<file path="src/dpPkg.sv">
`default_nettype none

package dpPkg;

	localparam int DATA_W = 8;
	localparam int ADDR_W = 8;
	localparam int NUM_REGS = 6;
	localparam int MEM_DEPTH = 1 << ADDR_W;

	typedef logic [DATA_W-1:0] dataWord_t;
	typedef logic [ADDR_W-1:0] addrWord_t;

	// Bit positions in the write, increment and reset enable vectors
	typedef enum logic [$clog2(NUM_REGS)-1:0] {
		REG_AC,
		REG_R,
		REG_PC,
		REG_IR,
		REG_AR,
		REG_DR
	} regIdx_t;

	typedef enum logic [2:0] {
		BS_AC,
		BS_R,
		BS_PC,
		BS_DR,
		BS_MEM // Registered read data of the memory
	} busSel_t;

	typedef enum logic [1:0] {
		MEM_IDLE,
		MEM_RD,
		MEM_WR
	} memCtrl_t;

endpackage

`default_nettype wire

</file>
<file path="src/isaPkg.sv">
`default_nettype none

package isaPkg;

	localparam int OP_W = 8;
	localparam int STATE_W = 5;
	localparam int ALU_OP_W = 3;

	// Single-byte opcodes, most followed by one address byte
	typedef enum logic [OP_W-1:0] {
		NOP = 8'h00,
		LDAC = 8'h01, // AC <- M[a]
		STAC = 8'h02, // M[a] <- AC
		ADD = 8'h03,
		SUB = 8'h04,
		CLAC = 8'h05,
		INCAC = 8'h06,
		MVACR = 8'h07, // R <- AC
		DJNZ = 8'h08, // R <- R - 1, jump to a if R != 0
		JMP = 8'h09,
		JMPZ = 8'h0a, // Jump to a if AC == 0
		HALT = 8'h0f
	} opcode_t;

	typedef enum logic [STATE_W-1:0] {
		IDLE,
		FETCH1,
		FETCH2,
		DECODE,
		OPND1,
		OPND2,
		EXEC1,
		EXEC2,
		ENDOP,
		HALTED
	} uState_t;

	typedef enum logic [ALU_OP_W-1:0] {
		ALU_NONE,
		ALU_PASS, // Result is the bus value
		ALU_ADD,
		ALU_SUB,
		ALU_DEC // R - 1, bus ignored
	} aluOp_t;

endpackage

`default_nettype wire

</file>
<file path="src/ctrlIf.sv">
`timescale 1ns/1ps
`default_nettype none

interface ctrlIf;
	import isaPkg::*;
	import dpPkg::*;

	aluOp_t aluOp;
	busSel_t busSel;
	memCtrl_t memCtrl; // Taken by the memory at the top level
	logic [NUM_REGS-1:0] wrtEn; // Indexed by regIdx_t
	logic [NUM_REGS-1:0] incEn;
	logic [NUM_REGS-1:0] rstEn;
	logic z1; // AC is zero
	logic z2; // R is zero
	dataWord_t ir; // Current IR for the decoder

	modport ctrl (
		output aluOp, busSel, memCtrl, wrtEn, incEn, rstEn,
		input z1, z2, ir
	);

	modport dp (
		input aluOp, busSel, wrtEn, incEn, rstEn,
		output z1, z2, ir
	);
endinterface

`default_nettype wire

</file>
<file path="src/genReg.sv">
`timescale 1ns/1ps
`default_nettype none

module genReg #(
	parameter type T = logic [7:0]
) (
	input logic clk,
	input logic rst,
	input logic wrt,
	input logic inc,
	input logic clr,
	input T d,
	output T q
);

	always_ff @(posedge clk)
	begin
		if (rst || clr)
			q <= '0;
		else if (wrt)
			q <= d;
		else if (inc)
			q <= T'(q + 1'b1);
	end

endmodule

`default_nettype wire

</file>
<file path="src/controlUnit.sv">
`timescale 1ns/1ps
`default_nettype none

module controlUnit (
	input logic clk,
	input logic rst,
	ctrlIf.ctrl bus,
	input logic run,
	output logic halted
);
	import isaPkg::*;
	import dpPkg::*;

	uState_t state;
	opcode_t opReg; // Held from DECODE until the next DECODE
	opcode_t op;
	logic memOperand;
	logic isJump;
	logic taken;

	// DECODE works on the fresh IR, later states on the held copy
	assign op = (state == DECODE) ? opcode_t'(bus.ir) : opReg;

	assign memOperand = (op == LDAC) || (op == ADD) || (op == SUB) || (op == STAC);
	assign isJump = (op == JMP) || (op == JMPZ) || (op == DJNZ);

	always_comb
	begin
		case (opReg)
			JMP: taken = 1'b1;
			JMPZ: taken = bus.z1;
			DJNZ: taken = !bus.z2; // R was decremented during OPND1
			default: taken = 1'b0;
		endcase
	end

	// Each state registers its control word, so it acts one cycle later
	always_ff @(posedge clk)
	begin
		if (rst)
		begin
			state <= IDLE;
			opReg <= NOP;
			halted <= 1'b0;
			bus.aluOp <= ALU_NONE;
			bus.busSel <= BS_AC;
			bus.memCtrl <= MEM_IDLE;
			bus.wrtEn <= '0;
			bus.incEn <= '0;
			bus.rstEn <= '0;
		end
		else
		begin
			bus.aluOp <= ALU_NONE;
			bus.busSel <= BS_AC;
			bus.memCtrl <= MEM_IDLE;
			bus.wrtEn <= '0;
			bus.incEn <= '0;
			bus.rstEn <= '0;
			case (state)
				IDLE:
				begin
					if (run)
					begin
						bus.memCtrl <= MEM_RD; // AR and PC are zero after reset
						state <= FETCH1;
					end
				end
				FETCH1:
				begin
					bus.busSel <= BS_MEM;
					bus.wrtEn[REG_IR] <= 1'b1;
					state <= FETCH2;
				end
				FETCH2:
				begin
					bus.incEn[REG_PC] <= 1'b1;
					state <= DECODE;
				end
				DECODE:
				begin
					opReg <= op;
					bus.busSel <= BS_PC; // Point AR at the address byte or next opcode
					bus.wrtEn[REG_AR] <= 1'b1;
					if (op == DJNZ)
					begin
						bus.aluOp <= ALU_DEC;
						bus.wrtEn[REG_R] <= 1'b1;
					end
					if (op == HALT)
					begin
						halted <= 1'b1;
						state <= HALTED;
					end
					else if (memOperand || isJump)
						state <= OPND1;
					else
						state <= EXEC1;
				end
				OPND1:
				begin
					bus.memCtrl <= MEM_RD;
					bus.incEn[REG_PC] <= 1'b1;
					state <= OPND2;
				end
				OPND2:
				begin
					bus.busSel <= BS_MEM;
					if (isJump)
						bus.wrtEn[REG_DR] <= 1'b1; // Target waits in DR
					else
						bus.wrtEn[REG_AR] <= 1'b1;
					state <= EXEC1;
				end
				EXEC1:
				begin
					case (op)
						CLAC: bus.rstEn[REG_AC] <= 1'b1;
						INCAC: bus.incEn[REG_AC] <= 1'b1;
						MVACR:
						begin
							bus.aluOp <= ALU_PASS;
							bus.busSel <= BS_AC;
							bus.wrtEn[REG_R] <= 1'b1;
						end
						LDAC, ADD, SUB:
						begin
							bus.memCtrl <= MEM_RD; // Uses AR before it is overwritten
							bus.busSel <= BS_PC;
							bus.wrtEn[REG_AR] <= 1'b1;
						end
						STAC: bus.memCtrl <= MEM_WR;
						JMP, JMPZ, DJNZ:
						begin
							bus.busSel <= taken ? BS_DR : BS_PC;
							bus.wrtEn[REG_AR] <= 1'b1;
							bus.wrtEn[REG_PC] <= taken;
						end
						default: ;
					endcase
					state <= memOperand ? EXEC2 : ENDOP;
				end
				EXEC2:
				begin
					if (op == STAC)
					begin
						bus.busSel <= BS_PC;
						bus.wrtEn[REG_AR] <= 1'b1;
					end
					else
					begin
						bus.busSel <= BS_MEM;
						bus.wrtEn[REG_DR] <= 1'b1;
					end
					state <= ENDOP;
				end
				ENDOP:
				begin
					bus.memCtrl <= MEM_RD; // Prefetch of the next opcode
					case (op)
						LDAC: bus.aluOp <= ALU_PASS;
						ADD: bus.aluOp <= ALU_ADD;
						SUB: bus.aluOp <= ALU_SUB;
						default: bus.aluOp <= ALU_NONE;
					endcase
					if (memOperand && op != STAC)
					begin
						bus.busSel <= BS_DR;
						bus.wrtEn[REG_AC] <= 1'b1;
					end
					state <= FETCH1;
				end
				HALTED: state <= HALTED; // Left only through rst
				default: state <= IDLE;
			endcase
		end
	end
endmodule

`default_nettype wire

</file>
<file path="src/datapath.sv">
`timescale 1ns/1ps
`default_nettype none

module datapath (
	input logic clk,
	input logic rst,
	ctrlIf.dp bus,
	input dpPkg::dataWord_t memRdata,
	output dpPkg::addrWord_t memAddr,
	output dpPkg::dataWord_t memWdata,
	output dpPkg::dataWord_t acOut
);
	import isaPkg::*;
	import dpPkg::*;

	dataWord_t acQ;
	dataWord_t rQ;
	dataWord_t irQ;
	dataWord_t drQ;
	addrWord_t pcQ;
	addrWord_t arQ;
	dataWord_t busVal; // Shared bus
	dataWord_t aluRes;

	always_comb
	begin
		case (bus.busSel)
			BS_AC: busVal = acQ;
			BS_R: busVal = rQ;
			BS_PC: busVal = dataWord_t'(pcQ);
			BS_DR: busVal = drQ;
			BS_MEM: busVal = memRdata;
			default: busVal = '0;
		endcase
	end

	always_comb
	begin
		case (bus.aluOp)
			ALU_PASS: aluRes = busVal;
			ALU_ADD: aluRes = acQ + busVal; // Modulo 256, no carry kept
			ALU_SUB: aluRes = acQ - busVal;
			ALU_DEC: aluRes = rQ - 1'b1;
			default: aluRes = '0;
		endcase
	end

	genReg #(.T(dataWord_t)) acReg (
		.clk(clk), .rst(rst),
		.wrt(bus.wrtEn[REG_AC]), .inc(bus.incEn[REG_AC]), .clr(bus.rstEn[REG_AC]),
		.d(aluRes), .q(acQ)
	);

	genReg #(.T(dataWord_t)) rReg (
		.clk(clk), .rst(rst),
		.wrt(bus.wrtEn[REG_R]), .inc(bus.incEn[REG_R]), .clr(bus.rstEn[REG_R]),
		.d(aluRes), .q(rQ)
	);

	genReg #(.T(addrWord_t)) pcReg (
		.clk(clk), .rst(rst),
		.wrt(bus.wrtEn[REG_PC]), .inc(bus.incEn[REG_PC]), .clr(bus.rstEn[REG_PC]),
		.d(addrWord_t'(busVal)), .q(pcQ)
	);

	genReg #(.T(dataWord_t)) irReg (
		.clk(clk), .rst(rst),
		.wrt(bus.wrtEn[REG_IR]), .inc(bus.incEn[REG_IR]), .clr(bus.rstEn[REG_IR]),
		.d(busVal), .q(irQ)
	);

	genReg #(.T(addrWord_t)) arReg (
		.clk(clk), .rst(rst),
		.wrt(bus.wrtEn[REG_AR]), .inc(bus.incEn[REG_AR]), .clr(bus.rstEn[REG_AR]),
		.d(addrWord_t'(busVal)), .q(arQ)
	);

	genReg #(.T(dataWord_t)) drReg (
		.clk(clk), .rst(rst),
		.wrt(bus.wrtEn[REG_DR]), .inc(bus.incEn[REG_DR]), .clr(bus.rstEn[REG_DR]),
		.d(busVal), .q(drQ)
	);

	assign bus.z1 = (acQ == '0);
	assign bus.z2 = (rQ == '0);
	assign bus.ir = irQ;

	assign memAddr = arQ; // Memory is always addressed through AR
	assign memWdata = acQ;
	assign acOut = acQ;

endmodule

`default_nettype wire

</file>
<file path="src/unifiedMemory.sv">
`timescale 1ns/1ps
`default_nettype none

module unifiedMemory (
	input logic clk,
	input dpPkg::memCtrl_t cpuCtrl,
	input dpPkg::addrWord_t cpuAddr,
	input dpPkg::dataWord_t cpuWdata,
	output dpPkg::dataWord_t cpuRdata,
	input logic loadEn,
	input dpPkg::addrWord_t loadAddr,
	input dpPkg::dataWord_t loadData,
	input dpPkg::addrWord_t dbgAddr,
	output dpPkg::dataWord_t dbgData
);
	import dpPkg::*;

	dataWord_t mem [MEM_DEPTH]; // Program and data share one array

	always_ff @(posedge clk)
	begin
		if (loadEn)
			mem[loadAddr] <= loadData; // Load port wins a same-cycle clash
		else if (cpuCtrl == MEM_WR)
			mem[cpuAddr] <= cpuWdata;
	end

	// Read data is held until the next MEM_RD
	always_ff @(posedge clk)
	begin
		if (cpuCtrl == MEM_RD)
			cpuRdata <= mem[cpuAddr];
	end

	always_ff @(posedge clk)
	begin
		dbgData <= mem[dbgAddr];
	end

endmodule

`default_nettype wire

</file>
<file path="src/cpuTop.sv">
`timescale 1ns/1ps
`default_nettype none

module cpuTop (
	input logic clk,
	input logic rst,
	input logic run,
	input logic loadEn,
	input dpPkg::addrWord_t loadAddr,
	input dpPkg::dataWord_t loadData,
	input dpPkg::addrWord_t dbgAddr,
	output dpPkg::dataWord_t dbgData,
	output dpPkg::dataWord_t acOut,
	output logic halted
);
	import dpPkg::*;

	ctrlIf ctrlBus ();

	dataWord_t memRdata;
	dataWord_t memWdata;
	addrWord_t memAddr;
	logic started; // Machine has left IDLE since reset
	logic loadOk;

	always_ff @(posedge clk)
	begin
		if (rst)
			started <= 1'b0;
		else if (run)
			started <= 1'b1;
	end

	// Loading only while idle or halted
	assign loadOk = loadEn && (!started || halted);

	controlUnit cu0 (
		.clk(clk), .rst(rst), .bus(ctrlBus.ctrl), .run(run), .halted(halted)
	);

	datapath dp0 (
		.clk(clk), .rst(rst), .bus(ctrlBus.dp), .memRdata(memRdata),
		.memAddr(memAddr), .memWdata(memWdata), .acOut(acOut)
	);

	unifiedMemory mem0 (
		.clk(clk), .cpuCtrl(ctrlBus.memCtrl), .cpuAddr(memAddr), .cpuWdata(memWdata),
		.cpuRdata(memRdata), .loadEn(loadOk), .loadAddr(loadAddr), .loadData(loadData),
		.dbgAddr(dbgAddr), .dbgData(dbgData)
	);

endmodule

`default_nettype wire

</file>
<file path="config.mk">
export PLATFORM = sky130hd
export DESIGN_NAME = cpuTop
export DESIGN_NICKNAME = d
export VERILOG_FILES = /design/src/dpPkg.sv /design/src/isaPkg.sv /design/src/ctrlIf.sv /design/src/genReg.sv /design/src/controlUnit.sv /design/src/datapath.sv /design/src/unifiedMemory.sv /design/src/cpuTop.sv
export SDC_FILE = /design/constraint.sdc
export NUM_CORES = 2
export LEC_CHECK = 0
export ABC_CLOCK_PERIOD_IN_PS = 7600
export BUFFER_PORTS_ARGS = -buffer_cell sky130_fd_sc_hd__buf_2
export CAP_MARGIN = 10
export CORE_MARGIN = 8
export CORE_UTILIZATION = 35
export CTS_CLUSTER_DIAMETER = 200
export DETAILED_ROUTE_END_ITERATION = 7
export PLACE_DENSITY_LB_ADDON = 0.12
export SYNTH_ARGS = -nofsm -noshare
export SYNTH_HDL_FRONTEND = slang
export SYNTH_HIERARCHICAL = 1
export SYNTH_SLANG_ARGS = --single-unit
</file>
<file path="constraint.sdc">
create_clock -name clk -period 7.6 [get_ports clk]
set_clock_uncertainty 0.05 [all_clocks]
set_input_delay 1.52 -clock clk [delete_from_list [all_inputs] [get_ports clk]]
set_output_delay 1.52 -clock clk [all_outputs]
set_load 0.03 [all_outputs]
</file>
==> metrics.md <==
| Metric | Value |
|---|---|
| Fin worst setup slack | about 2200 ps |
| Adder-Cell Fraction of Synth Area | 0.00215 |
| Row count | 199 |
| Final hold viol count | 0 |
| Antenna violations before repair | 38 |
| Storage cell area | 0.0635 mm^2 |
| Multi-input gate area | 0.0362 mm^2 |
| CTS sink cnt | between 2000 and 2500 |
| Residual DRC | 0 |
| Peak supply drop | 0.179 mV |
| Sequential fraction of the synthesis area | 0.619 |
| DIE HEIGHT | 558 um |
| Detailed Place HPWL | 253000 um |
| Worst r2r src | dp0/arReg/q[0]$_SDFFE_PP0P_ |
| Syn. warnings | 6 |
| Critical path endpoint category | flip-flop |
| Crit-path max FO | 22 |
| Post-synth top cells | edfxtp_1 (2056), mux4_2 (886), nor2_1 (338) |
| Static leakage | 34.7 nW |
| Maximum clock frequency | 185 MHz |
| Flops & latches, synth | 2143 |
| P&R area growth vs syn | 12.0% |
| Max Cap Viol | 0 |
| Worst hold path class | flip-flop to flip-flop |
| Count leader, synth | edfxtp_1 |
| # resized after CTS | 0 |
| Worst slew pin tran | 1290 ps |
| Ranking of synthesized cells by area | edfxtp_1 (60%), mux4_2 (19%), mux2i_1 (3.2%) |
| Data arrival time of the worst path | just under 6000 ps |
| Ports | 45 |
| Critical Path Start | dp0/arReg/q[0]$_SDFFE_PP0P_ |
| Mapped Cells | 5851 |
| Status | finished, final reports clean |
| Die width | 558 um |
| Worst R2R Setup Slack | 2200 ps |
| # fillers | 26800 |
| Port buffer count | 44 |
| Total GRT Usage | 0.239 |
| ANT nets after route | 0 |
| DP Worst Slack | between 1500 and 2000 ps |
| CP max-delay cell | o32ai_1 |
| Min Tclk post-route | 5400 ps |
| Xor/xnor share of the synthesized area | 0.00380 |
| Global-route wire length before repair | roughly 520000 um |
| Largest family of logic cells by synthesized area | multiplexers |
| Setup TNS Final | 0 ps |
| Wirelength per Cell | 38.2 um |
| Final setup violating endpoints | 0 |
| R2R depth | 7 |
| GRT Residual Overflow | 0 |
| Clock Tree Root | clkbuf_16 |
| Crit path cell chain | buf_4 > mux4_2 > a22o_1 > a221oi_1 > o221ai_1 > o32ai_1 > nor3_1 |
| Hold path depth | 2 |
| Largest net degree at the start of global routing | 153 |
| CTS tree | yes |
| Initial DRC count | 8182 |
| Clock Latency Late Sink | between 900 and 1000 ps |
| Tcrit/Tclk final | 0.711 |
| Asr flop ratio synth | 0 |
| Total core area | 0.293 mm^2 |
| Setup CP Type | flip-flop to flip-flop |
| Die area | 0.311 mm^2 |
| Post-CTS Hold Buffers | 0 |
| Vias in the first global route | 61300 |
| Final Wtd Congestion | 0.912 |
| Routed vias | 62200 |
| Power Dens Cells | 236 mW/mm^2 |
| Effective utilization at floorplan | 0.350 |
| Post-synth EDFFs | 2056 |
| Relative slew slack | 0.137 |
| Cts bufs inserted | 241 |
| Dominant synthesized flop cell | edfxtp_1 |
| Drt first pass iters | 6 |
| Post-Route Utilization | 0.393 |
| Post-Syn Area per Cell | 17.5 um^2 |
| CP Launch Type | flip-flop |
| Final net count | 5907 |
| Worst Hold Launch | cu0/opReg[6]$_SDFFE_PP0N_ |
| H-tree levels | 4 |
| Vias/cell | 6.22 |
| Top cell type by total area after synthesis | edfxtp_1 |
| Share of cells above drive strength 1 | 0.268 |
| Crit path largest cell delay | approximately 1200 ps |
| Hold Path End | cu0/opReg[6]$_SDFFE_PP0N_ |
| DRT Wirelength | 382000 um |
| Post-synthesis simple-gate area fraction | 0.0443 |
| Clk slew on worst S/H paths | 60 ps |
| Setup bufs post-CTS | 0 |
| RSZ-0062 raised after global routing | false |
| Max Slew Vio Count | 0 |
| Mapped Area | 0.103 mm^2 |
| Proportion of synthesized area in mux cells | 0.232 |
| Clock Tree Buf Depth | 4 |
| Synth unique cells | 99 |
| Synth Area in Compound Gates | 0.0678 |
| CP required | 8060 ps |
| Top-area cell type share of the netlist area | 0.602 |
| Worst R2R End | mem0/cpuRdata[4]$_DFFE_PN_ |
-- cell families (layout without fill, tap and decap cells) --
kind of cell	after synthesis	in the layout
adder cells (fa/ha/maj)	17	17
AO/OA/AOI/OAI	965	965
AND/OR/NAND/NOR	923	923
XOR/XNOR	43	43
flip-flops	2143	2143
buffers and inverters	504	713
multiplexers	1255	1255
other	1	24
-- placed cells by master (no fill, tap or decap), types with 97 or more instances in the layout --
cell          n
mux4_2      886
buf_4       153
o21ai_0      97
a22oi_1     152
clkbuf_16   246
a21oi_1     159
o22ai_1      98
edfxtp_1   2056
mux2i_1     328
nand2_1     197
nor2_1      333
-- through the flow --
step | instances | hold WS (ps) | cell area, um^2 | power (mW)
2_1_floorplan | 5859 | 388 | 103000 | 14.7
3_3_place_gp | 9530 | 408 | 107000 | 15.5
3_5_place_dp | 9534 | 414 | 107000 | 15.5
4_1_cts | 9983 | 422 | 115000 | 27.4
5_1_grt | 9994 | 442 | 115000 | 27.9
6_report | 10000 | 423 | 115000 | 27.2
-- worst max path at each step --
stage	endpoint	slack, ps
floorplan	mem0/mem[0][0]$_DFFE_PP_	1290
CTS	mem0/cpuRdata[4]$_DFFE_PN_	2240
global placement	mem0/mem[99][6]$_DFFE_PP_	1480
global route	dp0/rReg/q[7]$_SDFFE_PP0P_	2110
finish	mem0/cpuRdata[4]$_DFFE_PN_	2200
detailed placement	mem0/mem[99][7]$_DFFE_PP_	1500
-- metal layers --
| layer | wire [um] | GRT usage | up-vias |
|---|---|---|---|
| met5 | 89 | 0 | - |
| met4 | 16000 | 0.0866 | 14 |
| met3 | 31700 | 0.0432 | 599 |
| met2 | 173000 | 0.368 | 3155 |
| met1 | 160000 | 0.340 | 33700 |
| li1 | - | - | 24800 |
-- worst max-delay path: cells and delay by family (launching register included) --
kind	cells	cell delay, ps
mux	1	590
flops	1	780
compound gates	4	2620
buf+inv	1	370
simple gates	1	480
-- flip-flops by register name, summed over array words and instances (netlist names) --
| register | flops |
|---|---|
| cu0/bus.aluOp | 3 |
| cu0/bus.busSel | 3 |
| cu0/bus.incEn | 2 |
| cu0/bus.memCtrl | 2 |
| cu0/bus.rstEn | 1 |
| cu0/bus.wrtEn | 6 |
| cu0/halted | 1 |
| cu0/opReg | 8 |
| cu0/state | 4 |
| dp0/acReg/q | 8 |
| dp0/arReg/q | 8 |
| dp0/drReg/q | 8 |
| dp0/irReg/q | 8 |
| dp0/pcReg/q | 8 |
| dp0/rReg/q | 8 |
| mem0/cpuRdata | 8 |
| mem0/dbgData | 8 |
| mem0/mem | 2048 |
| started | 1 |
-- cell type report --
type / count / area share
multi-input combinational: 3212 / 0.315
antenna: 15 / 0.000327
clock inverter: 148 / 0.0135
inverter: 28 / 0.000914
tap: 3919 / 0.0427
timing repair buffer: 236 / 0.0189
sequential: 2143 / 0.552
clock buffer: 301 / 0.0563
-- report_power, final --
group          leakage, nW  internal (mW)  switching [mW]
Clock                 3.92           6.97            4.99
Sequential            19.2           13.0          0.0909
Combinational         11.6          0.768            1.38
Total                 34.7           20.7            6.46
Power figures use the tool's default switching activity.
